===== src/verilog/core_pkg.sv =====
// Radio core control package
// Settings bus widths, setting register bases and the readback word map

package core_pkg;

   ////////////////////
   // Settings bus

   localparam int SET_ADDR_W = 8;
   localparam int SET_DATA_W = 32;

   // Byte address width of the AXI4-Lite slave
   localparam int AXI_ADDR_W = 12;

   ////////////////////
   // Setting register bases

   // Misc regs use offsets 0 to 4 and 8
   localparam int SR_MISC = 0;

   // Pending high word, then low word with commit
   localparam int SR_TIME64 = 192;

   // Mask, then write-one-to-clear
   localparam int SR_IRQ = 200;

   // Hardware drives LEDs 1 to 4 out of reset
   localparam logic [7:0] LED_SRC_RESET = 8'h1E;

   // Interrupt sources
   localparam int NUM_IRQ = 8;

   // Increment when the register map changes
   localparam logic [SET_DATA_W-1:0] COMPAT_NUM = 32'd5;

   ////////////////////
   // Readback words

   // Indices 0 to 7 are unused and read as zero
   typedef enum logic [3:0] {
      RB_IRQ_PEND = 4'd8,
      RB_STATUS   = 4'd9,
      RB_TIME_HI  = 4'd10,
      RB_TIME_LO  = 4'd11,
      RB_COMPAT   = 4'd12,
      RB_IRQ_RAW  = 4'd13,
      RB_PPS_HI   = 4'd14,
      RB_PPS_LO   = 4'd15
   } rb_word_e;

   // Write channel of the bus slave
   typedef enum logic {
      IDLE,
      RESP
   } axil_state_e;

endpackage

===== src/verilog/core_top.sv =====
// Radio core control top
// AXI4-Lite settings slave, misc registers, VITA timer and interrupt controller

module core_top
   import core_pkg::*;
(
   input  logic                  dsp_clk,
   input  logic                  rst_n_i,
   // AXI4-Lite
   input  logic [AXI_ADDR_W-1:0] s_axil_awaddr_i,
   input  logic                  s_axil_awvalid_i,
   output logic                  s_axil_awready_o,
   input  logic [SET_DATA_W-1:0] s_axil_wdata_i,
   input  logic                  s_axil_wvalid_i,
   output logic                  s_axil_wready_o,
   output logic [1:0]            s_axil_bresp_o,
   output logic                  s_axil_bvalid_o,
   input  logic                  s_axil_bready_i,
   input  logic [AXI_ADDR_W-1:0] s_axil_araddr_i,
   input  logic                  s_axil_arvalid_i,
   output logic                  s_axil_arready_o,
   output logic [SET_DATA_W-1:0] s_axil_rdata_o,
   output logic [1:0]            s_axil_rresp_o,
   output logic                  s_axil_rvalid_o,
   input  logic                  s_axil_rready_i,
   // Status inputs
   input  logic                  pps_i,
   input  logic                  clk_status_i,
   input  logic                  serdes_link_i,
   input  logic                  phy_int_n_i,
   input  logic                  run_rx_i,
   input  logic                  run_tx_i,
   input  logic                  sim_mode_i,
   input  logic [3:0]            clock_divider_i,
   // Control outputs
   output logic [1:0]            clk_en_o,
   output logic [1:0]            clk_sel_o,
   output logic                  clock_ready_o,
   output logic                  ser_enable_o,
   output logic                  ser_prbsen_o,
   output logic                  ser_loopen_o,
   output logic                  ser_rx_en_o,
   output logic                  adc_on_a_o,
   output logic                  adc_oe_a_o,
   output logic                  adc_on_b_o,
   output logic                  adc_oe_b_o,
   output logic                  phy_reset_n_o,
   output logic [7:0]            leds_o,
   output logic                  irq_o
);

   logic                  set_stb;
   logic [SET_ADDR_W-1:0] set_addr;
   logic [SET_DATA_W-1:0] set_data;
   logic [63:0]           vita_time;
   logic [63:0]           vita_time_pps;
   logic                  pps_int;
   logic [NUM_IRQ-1:0]    irq_src;
   logic [NUM_IRQ-1:0]    irq_pend;
   logic [NUM_IRQ-1:0]    irq_raw;
   logic [SET_DATA_W-1:0] status;

   // Status word, sim mode on top and clock divider at the bottom
   assign status = {sim_mode_i, {(SET_DATA_W-5){1'b0}}, clock_divider_i};

   // PHY interrupt pin is active low
   assign irq_src = {{(NUM_IRQ-4){1'b0}}, ~phy_int_n_i, serdes_link_i, clk_status_i, pps_int};

   ////////////////////
   // Settings bus

   axil_settings_slave u_slave (
      .dsp_clk          (dsp_clk),
      .rst_n_i          (rst_n_i),
      .s_axil_awaddr_i  (s_axil_awaddr_i),
      .s_axil_awvalid_i (s_axil_awvalid_i),
      .s_axil_awready_o (s_axil_awready_o),
      .s_axil_wdata_i   (s_axil_wdata_i),
      .s_axil_wvalid_i  (s_axil_wvalid_i),
      .s_axil_wready_o  (s_axil_wready_o),
      .s_axil_bresp_o   (s_axil_bresp_o),
      .s_axil_bvalid_o  (s_axil_bvalid_o),
      .s_axil_bready_i  (s_axil_bready_i),
      .s_axil_araddr_i  (s_axil_araddr_i),
      .s_axil_arvalid_i (s_axil_arvalid_i),
      .s_axil_arready_o (s_axil_arready_o),
      .s_axil_rdata_o   (s_axil_rdata_o),
      .s_axil_rresp_o   (s_axil_rresp_o),
      .s_axil_rvalid_o  (s_axil_rvalid_o),
      .s_axil_rready_i  (s_axil_rready_i),
      .set_stb_o        (set_stb),
      .set_addr_o       (set_addr),
      .set_data_o       (set_data),
      .irq_pend_i       (irq_pend),
      .irq_raw_i        (irq_raw),
      .status_i         (status),
      .time_i           (vita_time),
      .pps_time_i       (vita_time_pps)
   );

   ////////////////////
   // Settings slaves

   misc_settings #(.BASE(SR_MISC)) u_misc (
      .dsp_clk       (dsp_clk),
      .rst_n_i       (rst_n_i),
      .set_stb_i     (set_stb),
      .set_addr_i    (set_addr),
      .set_data_i    (set_data),
      .clk_status_i  (clk_status_i),
      .serdes_link_i (serdes_link_i),
      .run_rx_i      (run_rx_i),
      .run_tx_i      (run_tx_i),
      .clock_outs_o  ({clock_ready_o, clk_en_o, clk_sel_o}),
      .serdes_outs_o ({ser_enable_o, ser_prbsen_o, ser_loopen_o, ser_rx_en_o}),
      .adc_outs_o    ({adc_oe_a_o, adc_on_a_o, adc_oe_b_o, adc_on_b_o}),
      .phy_reset_n_o (phy_reset_n_o),
      .leds_o        (leds_o)
   );

   vita_timer #(.BASE(SR_TIME64)) u_timer (
      .dsp_clk    (dsp_clk),
      .rst_n_i    (rst_n_i),
      .set_stb_i  (set_stb),
      .set_addr_i (set_addr),
      .set_data_i (set_data),
      .pps_i      (pps_i),
      .time_o     (vita_time),
      .pps_time_o (vita_time_pps),
      .pps_int_o  (pps_int)
   );

   irq_ctrl #(.BASE(SR_IRQ)) u_irq (
      .dsp_clk    (dsp_clk),
      .rst_n_i    (rst_n_i),
      .set_stb_i  (set_stb),
      .set_addr_i (set_addr),
      .set_data_i (set_data),
      .irq_src_i  (irq_src),
      .irq_pend_o (irq_pend),
      .irq_raw_o  (irq_raw),
      .irq_o      (irq_o)
   );

endmodule


===== src/verilog/irq_ctrl.sv =====
// Interrupt controller
// Latches rising source edges, masks them, write-one-to-clear through settings

module irq_ctrl
   import core_pkg::*;
#(
   parameter int BASE = SR_IRQ
) (
   input  logic                  dsp_clk,
   input  logic                  rst_n_i,
   input  logic                  set_stb_i,
   input  logic [SET_ADDR_W-1:0] set_addr_i,
   input  logic [SET_DATA_W-1:0] set_data_i,
   input  logic [NUM_IRQ-1:0]    irq_src_i,
   output logic [NUM_IRQ-1:0]    irq_pend_o,
   output logic [NUM_IRQ-1:0]    irq_raw_o,
   output logic                  irq_o
);

   localparam logic [SET_ADDR_W-1:0] A_MASK  = SET_ADDR_W'(BASE);
   localparam logic [SET_ADDR_W-1:0] A_CLEAR = SET_ADDR_W'(BASE + 1);

   logic [NUM_IRQ-1:0] src_s1;
   logic [NUM_IRQ-1:0] src_s2;
   logic [NUM_IRQ-1:0] src_d;
   logic [NUM_IRQ-1:0] rise;
   logic [NUM_IRQ-1:0] clr;
   logic [NUM_IRQ-1:0] mask_q;

   assign rise = src_s2 & ~src_d;
   assign clr  = (set_stb_i && (set_addr_i == A_CLEAR)) ? set_data_i[NUM_IRQ-1:0] : '0;

   assign irq_raw_o = src_s2;

   always_ff @(posedge dsp_clk or negedge rst_n_i) begin
      if (!rst_n_i) begin
         src_s1     <= '0;
         src_s2     <= '0;
         src_d      <= '0;
         mask_q     <= '0;
         irq_pend_o <= '0;
         irq_o      <= 1'b0;
      end else begin
         src_s1 <= irq_src_i;
         src_s2 <= src_s1;
         src_d  <= src_s2;
         if (set_stb_i && (set_addr_i == A_MASK)) begin
            mask_q <= set_data_i[NUM_IRQ-1:0];
         end
         // A new edge wins over a clear in the same cycle
         irq_pend_o <= (irq_pend_o & ~clr) | rise;
         irq_o      <= |(irq_pend_o & mask_q);
      end
   end

   a_mask_off: assert property (@(posedge dsp_clk) disable iff (!rst_n_i)
      (mask_q == '0) |=> !irq_o);

endmodule


===== src/verilog/vita_timer.sv =====
// VITA time counter
// Free-running 64-bit time with a two-word software load and PPS capture

module vita_timer
   import core_pkg::*;
#(
   parameter int BASE = SR_TIME64
) (
   input  logic                  dsp_clk,
   input  logic                  rst_n_i,
   input  logic                  set_stb_i,
   input  logic [SET_ADDR_W-1:0] set_addr_i,
   input  logic [SET_DATA_W-1:0] set_data_i,
   input  logic                  pps_i,
   output logic [63:0]           time_o,
   output logic [63:0]           pps_time_o,
   output logic                  pps_int_o
);

   localparam logic [SET_ADDR_W-1:0] A_HI = SET_ADDR_W'(BASE);
   localparam logic [SET_ADDR_W-1:0] A_LO = SET_ADDR_W'(BASE + 1);

   logic [SET_DATA_W-1:0] pend_hi;
   logic                  commit;
   logic                  pps_s1;
   logic                  pps_s2;
   logic                  pps_d;
   logic                  pps_edge;

   // Low word write loads the whole time
   assign commit = set_stb_i && (set_addr_i == A_LO);

   always_ff @(posedge dsp_clk) begin
      if (set_stb_i && (set_addr_i == A_HI)) begin
         pend_hi <= set_data_i;
      end
   end

   ////////////////////
   // Time counter

   always_ff @(posedge dsp_clk or negedge rst_n_i) begin
      if (!rst_n_i) begin
         time_o <= '0;
      end else if (commit) begin
         time_o <= {pend_hi, set_data_i};
      end else begin
         time_o <= time_o + 64'd1;
      end
   end

   ////////////////////
   // PPS capture

   // Two-flop sync, then rising edge
   assign pps_edge = pps_s2 & ~pps_d;

   always_ff @(posedge dsp_clk or negedge rst_n_i) begin
      if (!rst_n_i) begin
         pps_s1     <= 1'b0;
         pps_s2     <= 1'b0;
         pps_d      <= 1'b0;
         pps_int_o  <= 1'b0;
         pps_time_o <= '0;
      end else begin
         pps_s1    <= pps_i;
         pps_s2    <= pps_s1;
         pps_d     <= pps_s2;
         pps_int_o <= pps_edge;
         if (pps_edge) begin
            pps_time_o <= time_o;
         end
      end
   end

   a_time_step: assert property (@(posedge dsp_clk) disable iff (!rst_n_i)
      !commit |=> time_o == $past(time_o) + 64'd1);

endmodule


===== src/verilog/misc_settings.sv =====
// Miscellaneous setting registers
// Clock, SERDES, ADC and PHY reset control lines plus the LED source mux

module misc_settings
   import core_pkg::*;
#(
   parameter int BASE = SR_MISC
) (
   input  logic                  dsp_clk,
   input  logic                  rst_n_i,
   input  logic                  set_stb_i,
   input  logic [SET_ADDR_W-1:0] set_addr_i,
   input  logic [SET_DATA_W-1:0] set_data_i,
   input  logic                  clk_status_i,
   input  logic                  serdes_link_i,
   input  logic                  run_rx_i,
   input  logic                  run_tx_i,
   output logic [4:0]            clock_outs_o,
   output logic [3:0]            serdes_outs_o,
   output logic [3:0]            adc_outs_o,
   output logic                  phy_reset_n_o,
   output logic [7:0]            leds_o
);

   localparam logic [SET_ADDR_W-1:0] A_CLK     = SET_ADDR_W'(BASE);
   localparam logic [SET_ADDR_W-1:0] A_SERDES  = SET_ADDR_W'(BASE + 1);
   localparam logic [SET_ADDR_W-1:0] A_ADC     = SET_ADDR_W'(BASE + 2);
   localparam logic [SET_ADDR_W-1:0] A_LED_SW  = SET_ADDR_W'(BASE + 3);
   localparam logic [SET_ADDR_W-1:0] A_PHY     = SET_ADDR_W'(BASE + 4);
   localparam logic [SET_ADDR_W-1:0] A_LED_SRC = SET_ADDR_W'(BASE + 8);

   logic       phy_reset;
   logic [7:0] led_sw;
   logic [7:0] led_src;
   logic [7:0] led_hw;

   ////////////////////
   // Setting registers

   always_ff @(posedge dsp_clk or negedge rst_n_i) begin
      if (!rst_n_i) begin
         clock_outs_o  <= '0;
         serdes_outs_o <= '0;
         adc_outs_o    <= '0;
         led_sw        <= '0;
         phy_reset     <= 1'b0;
         led_src       <= LED_SRC_RESET;
      end else if (set_stb_i) begin
         case (set_addr_i)
            A_CLK:     clock_outs_o  <= set_data_i[4:0];
            A_SERDES:  serdes_outs_o <= set_data_i[3:0];
            A_ADC:     adc_outs_o    <= set_data_i[3:0];
            A_LED_SW:  led_sw        <= set_data_i[7:0];
            A_PHY:     phy_reset     <= set_data_i[0];
            A_LED_SRC: led_src       <= set_data_i[7:0];
            default: ;
         endcase
      end
   end

   assign phy_reset_n_o = ~phy_reset;

   ////////////////////
   // LEDs

   // Bit 0 has no hardware source
   assign led_hw = {3'b000, run_tx_i, run_rx_i, clk_status_i, serdes_link_i, 1'b0};

   // Source bit set means hardware owns that LED
   assign leds_o = (led_src & led_hw) | (~led_src & led_sw);

endmodule


===== src/verilog/axil_settings_slave.sv =====
// AXI4-Lite settings slave
// Accepted writes become one-cycle settings strobes, reads return status words

module axil_settings_slave
   import core_pkg::*;
(
   input  logic                  dsp_clk,
   input  logic                  rst_n_i,
   // AXI4-Lite
   input  logic [AXI_ADDR_W-1:0] s_axil_awaddr_i,
   input  logic                  s_axil_awvalid_i,
   output logic                  s_axil_awready_o,
   input  logic [SET_DATA_W-1:0] s_axil_wdata_i,
   input  logic                  s_axil_wvalid_i,
   output logic                  s_axil_wready_o,
   output logic [1:0]            s_axil_bresp_o,
   output logic                  s_axil_bvalid_o,
   input  logic                  s_axil_bready_i,
   input  logic [AXI_ADDR_W-1:0] s_axil_araddr_i,
   input  logic                  s_axil_arvalid_i,
   output logic                  s_axil_arready_o,
   output logic [SET_DATA_W-1:0] s_axil_rdata_o,
   output logic [1:0]            s_axil_rresp_o,
   output logic                  s_axil_rvalid_o,
   input  logic                  s_axil_rready_i,
   // Settings bus
   output logic                  set_stb_o,
   output logic [SET_ADDR_W-1:0] set_addr_o,
   output logic [SET_DATA_W-1:0] set_data_o,
   // Readback sources
   input  logic [NUM_IRQ-1:0]    irq_pend_i,
   input  logic [NUM_IRQ-1:0]    irq_raw_i,
   input  logic [SET_DATA_W-1:0] status_i,
   input  logic [63:0]           time_i,
   input  logic [63:0]           pps_time_i
);

   axil_state_e           wr_state;
   logic                  wr_hs;
   logic                  rd_hs;
   logic                  arready_q;
   logic                  rvalid_q;
   rb_word_e              rd_sel;
   logic [SET_DATA_W-1:0] rd_word;

   ////////////////////
   // Write channel

   // Address and data are taken together, one write in flight
   assign wr_hs            = (wr_state == IDLE) && s_axil_awvalid_i && s_axil_wvalid_i;
   assign s_axil_awready_o = wr_hs;
   assign s_axil_wready_o  = wr_hs;
   assign s_axil_bvalid_o  = (wr_state == RESP);
   assign s_axil_bresp_o   = 2'b00;

   always_ff @(posedge dsp_clk or negedge rst_n_i) begin
      if (!rst_n_i) begin
         wr_state  <= IDLE;
         set_stb_o <= 1'b0;
      end else begin
         set_stb_o <= wr_hs;
         case (wr_state)
            IDLE: begin
               if (wr_hs) begin
                  wr_state <= RESP;
               end
            end
            RESP: begin
               if (s_axil_bready_i) begin
                  wr_state <= IDLE;
               end
            end
            default: wr_state <= IDLE;
         endcase
      end
   end

   // Word address of the setting
   always_ff @(posedge dsp_clk) begin
      if (wr_hs) begin
         set_addr_o <= s_axil_awaddr_i[9:2];
         set_data_o <= s_axil_wdata_i;
      end
   end

   ////////////////////
   // Read channel

   assign rd_hs            = s_axil_arvalid_i && arready_q;
   assign s_axil_arready_o = arready_q;
   assign s_axil_rvalid_o  = rvalid_q;
   assign s_axil_rresp_o   = 2'b00;

   always_ff @(posedge dsp_clk or negedge rst_n_i) begin
      if (!rst_n_i) begin
         arready_q <= 1'b0;
         rvalid_q  <= 1'b0;
      end else if (rd_hs) begin
         arready_q <= 1'b0;
         rvalid_q  <= 1'b1;
      end else if (rvalid_q && s_axil_rready_i) begin
         arready_q <= 1'b1;
         rvalid_q  <= 1'b0;
      end else if (!rvalid_q) begin
         arready_q <= 1'b1;
      end
   end

   // Readback mux
   assign rd_sel = rb_word_e'(s_axil_araddr_i[5:2]);

   always_comb begin
      case (rd_sel)
         RB_IRQ_PEND: rd_word = {{(SET_DATA_W-NUM_IRQ){1'b0}}, irq_pend_i};
         RB_STATUS:   rd_word = status_i;
         RB_TIME_HI:  rd_word = time_i[63:32];
         RB_TIME_LO:  rd_word = time_i[31:0];
         RB_COMPAT:   rd_word = COMPAT_NUM;
         RB_IRQ_RAW:  rd_word = {{(SET_DATA_W-NUM_IRQ){1'b0}}, irq_raw_i};
         RB_PPS_HI:   rd_word = pps_time_i[63:32];
         RB_PPS_LO:   rd_word = pps_time_i[31:0];
         default:     rd_word = '0;
      endcase
   end

   // Held until the host takes it
   always_ff @(posedge dsp_clk) begin
      if (rd_hs) begin
         s_axil_rdata_o <= rd_word;
      end
   end

   a_bvalid_hold: assert property (@(posedge dsp_clk) disable iff (!rst_n_i)
      s_axil_bvalid_o && !s_axil_bready_i |=> s_axil_bvalid_o);

   a_stb_single: assert property (@(posedge dsp_clk) disable iff (!rst_n_i)
      set_stb_o |=> !set_stb_o);

endmodule


===== config.mk =====
export PLATFORM = sky130hd
export DESIGN_NAME = core_top
export DESIGN_NICKNAME = d
export VERILOG_FILES = /design/src/verilog/core_pkg.sv /design/src/verilog/core_top.sv /design/src/verilog/irq_ctrl.sv /design/src/verilog/vita_timer.sv /design/src/verilog/misc_settings.sv /design/src/verilog/axil_settings_slave.sv
export SDC_FILE = /design/constraint.sdc
export NUM_CORES = 1
export LEC_CHECK = 0
export ABC_AREA = 1
export BUFFER_PORTS_ARGS = -buffer_cell sky130_fd_sc_hd__buf_2
export CORE_MARGIN = 2
export CORE_UTILIZATION = 35
export DETAILED_ROUTE_END_ITERATION = 12
export PLACE_DENSITY = 0.62
export SYNTH_ARGS = -nofsm -noshare
export SYNTH_HDL_FRONTEND = slang
export SYNTH_SLANG_ARGS = --single-unit

===== constraint.sdc =====
create_clock -name dsp_clk -period 4.4 [get_ports dsp_clk]
set_clock_uncertainty 0.05 [all_clocks]
set_input_delay 0.22 -clock dsp_clk [delete_from_list [all_inputs] [get_ports dsp_clk]]
set_output_delay 0.22 -clock dsp_clk [all_outputs]
set_load 0.05 [all_outputs]

# After elaboration in Yosys (flattened, before gate mapping)

Cells that the tools add are included.

Add/sub/neg operators: 1
Equal/unequal tests: 18
Multiplexer cells: 11
Bitwise operators: 15
Reduce and logical (&&, ||, !) cells: 17

Operator list:

| kind                                                                  | count |
|---|---|
| 32-bit case mux with 8 select lines                                   | 1 |
| 64-bit by 1-bit adder with 64-bit output, second input constant       | 1 |
| 64-bit two-way mux                                                    | 1 |
| 4-bit equality test, second input constant                            | 8 |
| 8-bit equality test, second input constant                            | 4 |
| 8-bit bitwise AND                                                     | 3 |
| 8-bit by 2-bit equality test with 1-bit output, second input constant | 2 |
| 8-bit inverter                                                        | 2 |
| 8-bit bitwise OR                                                      | 2 |
| 2-bit AND reduction                                                   | 6 |
| 4-bit by 8-bit bitwise AND with 8-bit output                          | 1 |
| 8-bit by 5-bit bitwise AND with 8-bit output                          | 1 |
| 8-bit by 1-bit equality test with 1-bit output, second input constant | 1 |
| 8-bit by 3-bit equality test with 1-bit output, second input constant | 1 |
| 8-bit by 4-bit equality test with 1-bit output, second input constant | 1 |
| 1-bit logical AND                                                     | 8 |
| 8-bit logical NOT                                                     | 1 |
| 8-bit two-way mux                                                     | 1 |
| 4-bit inverter with 8-bit output                                      | 1 |
| 8-bit OR reduction                                                    | 1 |
| 1-bit two-way mux                                                     | 7 |
| 1-bit inverter                                                        | 4 |
| 3-bit by 2-bit != test with 1-bit output, second input constant       | 1 |
| 1-bit case mux with 2 select lines                                    | 1 |
| other kinds (2)                                                       | 2 |

Bits in registers: 299
Bits of input ports: 74
Word-level logic and storage cells: 88

# Longest topological paths before layout

Word-level depth: 6
Mapped depth: 11

# Modules after synthesis

From an unflattened synthesis, not the netlist that was laid out.

Cells, all modules: 1782
Area, all modules: 14742.9 µm²

Modules (own cells, without submodules):

| module              | times used | cells each | area an instance (µm²) | seq. area each (µm²) |
|---|---|---|---|---|
| vita_timer          | 1          | 975        | 7743.7                 | 4264.1 |
| axil_settings_slave | 1          | 511        | 4107.7                 | 2262.2 |
| irq_ctrl            | 1          | 129        | 1462.7                 | 1026.0 |
| misc_settings       | 1          | 165        | 1421.4                 | 755.7 |
| core_top            | 1          | 2          | 7.5                    | 0.0 |

# Least setup slack after synthesis

Ideal clock, no wire load.

Kind: reg2reg
Start point: register u_slave.set_addr_o[3]
End point: register u_timer.pend_hi[0], enable pin
Arrival: 2.958 ns
Data required time: 3.889 ns
Setup slack: 0.930 ns
Stages on the path, launching flop included: 4
Buffers on the path: 0
Clock period less this slack: 3.470 ns
Cells stage by stage: edfxtp_1 -> nor2_2 -> inv_1 -> nor3_1

Word-level cells in the longest chain between the ends: 2

RTL lines:

| what                     | RTL line                  | source |
|---|---|---|
| start: declaration       | axil_settings_slave.sv:28 | `output logic [SET_ADDR_W-1:0] set_addr_o,` |
| start signal: assignment | axil_settings_slave.sv:81 | `set_addr_o <= s_axil_awaddr_i[9:2];` |
| 8-bit equality test      | vita_timer.sv:34          | `if (set_stb_i && (set_addr_i == A_HI)) begin` |
| 1-bit logical AND        | vita_timer.sv:34          |  |
| end signal: assignment   | vita_timer.sv:35          | `pend_hi <= set_data_i;` |
| end: declaration         | vita_timer.sv:23          | `logic [SET_DATA_W-1:0] pend_hi;` |

No other way between the ends.
A chain may end at the register's enable or synchronous reset.

# Worst setup path after layout

Start point: register u_slave.set_addr_o[3]
End point: register u_timer.time_o[17]

Word-level cells in the longest chain between the ends: 3

RTL lines:

| what                   | RTL line         | source |
|---|---|---|
| 8-bit equality test    | vita_timer.sv:31 | `assign commit = set_stb_i && (set_addr_i == A_LO);` |
| 1-bit logical AND      | vita_timer.sv:31 |  |
| 64-bit two-way mux     | vita_timer.sv:45 | `end else if (commit) begin` |
| end signal: assignment | vita_timer.sv:46 | `time_o <= {pend_hi, set_data_i};` |
| end signal: assignment | vita_timer.sv:48 | `time_o <= time_o + 64'd1;` |
| end: declaration       | vita_timer.sv:15 | `output logic [63:0] time_o,` |

No other way between the ends.

==> metrics.md <==
| Metric | Value |
|---|---|
| Total Wirelength | 37.7 mm |
| Die ar. | 39,400 µm² |
| Die Span X | 199 µm |
| RSZ-0062 raised after global routing | false |
| Drt drc | 0 |
| Mux cell area share after synthesis | 0.00340 |
| R2r endpoint | u_timer.time_o[17]$_DFF_PN0_ |
| Initial DRC Count | between 900 and 1,000 |
| Flop2flop setup slack | roughly 1900 ps |
| Synth Area in Compound Gates | 0.0893 |
| Critical R2R Launch | u_slave.set_addr_o[3]$_DFFE_PP_ |
| Via-to-Cell Ratio | 4.83 |
| Hold Path Class | primary input to flip-flop |
| Top Ports | ~140 |
| Worst setup path start | u_slave.set_addr_o[3]$_DFFE_PP_ |
| Vias in the first global route | 10,200 |
| Hold_sp | clock_divider_i[2] |
| Status | finished clean |
| Number of H-tree levels | 2 |
| Leakage power total | 6.66 nW |
| Final ANT Viol Nets | 0 |
| Buffers on Ports | 121 |
| Antenna cells | 0 |
| Total CTS buffers | 35 |
| Hold path endpoint | u_slave.s_axil_rdata_o[2]$_DFFE_PP_ |
| Worst Hold Depth | 5 |
| Final worst slack | 1940 ps |
| Slowest cell delay on critical path | 730 ps |
| CP Capture Type | flip-flop |
| PD cells | 403 nW/µm² |
| Adder and majority cell fraction of the synthesized area | 0.000944 |
| Final setup viols | 0 |
| Setup TNS | 0 ps |
| CP dominant cell by count | nand2_1 |
| Max-Slew Margin vs Limit | 0.291 |
| Tcrit/Tclk final | 0.559 |
| Tightest Pin Transition | 1060 ps |
| Required time of the critical path | ~4700 ps |
| Post-Synth XOR/XNOR Area | 0.0145 |
| Total congestion overflow | 0 |
| CP top delay family | buffers and inverters |
| Sinks on Clock Net | 299 |
| Power Total | 6.43 mW |
| Crit-path cells | nor2_2, nand2_1, nor2_1, nand2_1, buf_4, inv_2, o21ai_0 |
| Crit path max fanout | 54 |
| Row cnt | 71 |
| Synth warn | 0 |
| Clock root cell | clkbuf_16 |
| Post-Syn Area | 13,300 µm² |
| Share of post-route cells with drive strength above 1 | 0.139 |
| #FFs+latches synth | 299 |
| Detailed-route via count | between 10,000 and 15,000 |
| Final RePlAce weighted congestion | between 0.9 and 1 |
| Setup CP Type | flip-flop to flip-flop |
| Cell area after layout | 16,000 µm² |
| Post-Place Worst Slack | 1890 ps |
| Nets | 1,698 |
| Fmax | 407 MHz |
| First-pass GRT wire length | 58.8 mm |
| DR WL/cell | about 17 µm |
| Synth top area cells | dfrtp_1 (36%), edfxtp_1 (24%), nand2_1 (13%) |
| Clk buf depth | 3 |
| Largest net degree at the start of global routing | ~120 |
| GRT Overall Usage | 0.195 |
| Largest family of logic cells by synthesized area | simple AND/OR/NAND/NOR gates |
| Max_cap viols | 0 |
| Maximum vdd drop | 282 µV |
| Worst-Skew Late Latency | 520 ps |
| Detailed placement HPWL | around 27 mm |
| Core Region | 37,500 µm² |
| Stages on worst setup path | 7 |
| Area Overhead vs Synth | 20.4% |
| Yosys top cell by area | dfrtp_1 |
| Simple-Gate Fraction of Synth Area | 0.236 |
| Crit-path slowest cell | inv_2 |
| TritonCTS clock tree | done |
| Slew Limit Fails | 0 |
| Initial Util | 0.353 |
| Die Y | 199 µm |
| Reg2Reg Depth | 7 |
| Fin crit period | 2460 ps |
| Placed cell area | 14,400 µm² |
| Fill cell total of the finished layout | ~3,800 |
| WP buf/inv | 2 |
| Crit path launch type | flip-flop |
| Cells after Synth | between 1,000 and 1,500 |
| Pre-Repair DR Iteration Count | 5 |
| Worst-path clk slew | 60 ps |
| Post-Syn Area per Cell | 9.14 µm² |
| Yosys top cell area share | 0.361 |
| Yosys cell types | 40 |
| Final hold vios | 0 |
| Sequential share of the synthesized area | 0.604 |
| Crit path arrival time | approximately 2800 ps |
| Antenna violations before repair | 0 |
-- worst reg2reg max path: stages (launching register included) --
cell and delay, ps:
edfxtp_1 440, nor2_2 240, nand2_1 140, nor2_1 120, nand2_1 60, buf_4 310
inv_2 730, o21ai_0 230
-- cell type report --
cell class / instances / area (µm²) / area share
Inverter: 121 / 454 / 0.0285
Sequential cell: 299 / 8010 / 0.502
Tap cell: 511 / 639 / 0.0401
Timing Repair Buffer: 181 / 1200 / 0.0755
Clock inverter: 15 / 114 / 0.00714
Multi-Input combinational cell: 985 / 4580 / 0.287
Clock buffer: 48 / 955 / 0.0598
-- kinds of logic (layout without fill, tap and decap cells) --
group / Yosys count / after routing
buf+inv: 168 / 365
other cells: 1 / 4
mux: 4 / 4
compound gates: 212 / 212
fa+ha+maj: 1 / 1
flops: 299 / 299
xor+xnor: 22 / 22
simple gates: 742 / 742
-- sequential cells by signal, indices dropped and copies added, names as in the netlist, 4 cells and up --
name,flops
u_misc.led_src,8
u_timer.pps_time_o,64
u_irq.mask_q,8
u_misc.clock_outs_o,5
u_slave.s_axil_rdata_o,32
u_irq.src_d,4
u_irq.src_s1,4
u_irq.irq_raw_o,4
u_timer.time_o,64
u_irq.irq_pend_o,8
u_slave.set_addr_o,8
u_misc.led_sw,8
u_misc.adc_outs_o,4
u_slave.set_data_o,32
u_timer.pend_hi,32
u_misc.serdes_outs_o,4
-- metrics by stage --
step / hold slack (ps) / instances / utilization
finish: 39.6 / 2160 / 0.426
global route: 50.8 / 2160 / 0.426
CTS: 26.7 / 2160 / 0.426
detailed placement: 280 / 2046 / 0.383
global placement: 278 / 2046 / 0.383
floorplan: -126 / 1452 / -
-- synth_stat cells --
cell type,n
nand2_1,462
dfrtp_1,191
o21ai_0,142
nor2_1,129
inv_1,117
edfxtp_1,104
nand3_1,94
clkbuf_1,23
o2111ai_1,23
o21ai_1,21
xor2_1,21
nand4_1,15
buf_2,14
a21oi_1,11
nand2_2,9
nor2_2,9
nor2_4,9
o22ai_1,7
buf_4,6
nor3_1,5
dfstp_2,4
mux2_2,4
nand2_4,4
buf_1,3
inv_2,3
a221oi_1,2
and3_1,2
nand3b_1,2
o21ai_2,2
a22o_1,1
a31oi_1,1
buf_6,1
clkinv_1,1
conb_1,1
ha_1,1
nand4_2,1
nor2_8,1
o221ai_1,1
o32ai_1,1
xnor2_1,1
-- per-layer routing --
layer | GRT usage | share of wire | vias up | wire length [µm]
met5 | 0 | 0 | - | 0
met4 | 0.0531 | 0.020 | 0 | 763
met3 | 0.0336 | 0.067 | 43 | 2530
met2 | 0.290 | 0.43 | 344 | 16300
met1 | 0.292 | 0.48 | 4941 | 18100
li1 | - | - | 5107 | -
-- timing repair --
item / CTS / global route
hold endpoints to repair: 160 / 0
resized for setup: 0 / 0
hold buffers: 51 / 0
setup buffers: 0 / 0
-- how the worst max path moves through the flow --
stage | endpoint | slack, ps
global route | u_timer.time_o[13]$_DFF_PN0_ | 1680
finish | u_timer.time_o[17]$_DFF_PN0_ | 1940
global placement | u_timer.time_o[18]$_DFF_PN0_ | 1920
CTS | s_axil_awready_o | 1860
floorplan | u_timer.pend_hi[0]$_DFFE_PP_ | 930
detailed placement | u_timer.time_o[17]$_DFF_PN0_ | 1890
-- layout by cell type (no fill, tap or decap), types with 4 or more instances in the layout --
master,count
o21ai_1,21
nand2_4,4
nor2_2,9
nand3_1,94
buf_4,8
edfxtp_1,104
nor3_1,4
nor2_4,9
nand2_2,9
conb_1,4
clkbuf_8,4
o22ai_1,7
o2111ai_1,23
buf_2,120
inv_2,5
clkinv_2,6
dlygate4sd3_1,51
xor2_1,21
inv_6,4
a21oi_1,11
nand4_1,15
clkbuf_16,35
clkinv_1,4
nor2_1,129
nand2_1,462
dfrtp_1,191
inv_1,115
clkbuf_1,10
mux2_2,4
o21ai_0,142
dfstp_2,4
-- power by group --
group          total (mW)  leakage [nW]  switching [mW]  internal (mW)
sequential           3.13          3.59           0.100           3.03
combinational       0.585          2.55           0.415          0.170
clock                2.72         0.525            1.13           1.59
Note: power is estimated with default switching activity, not from simulation.
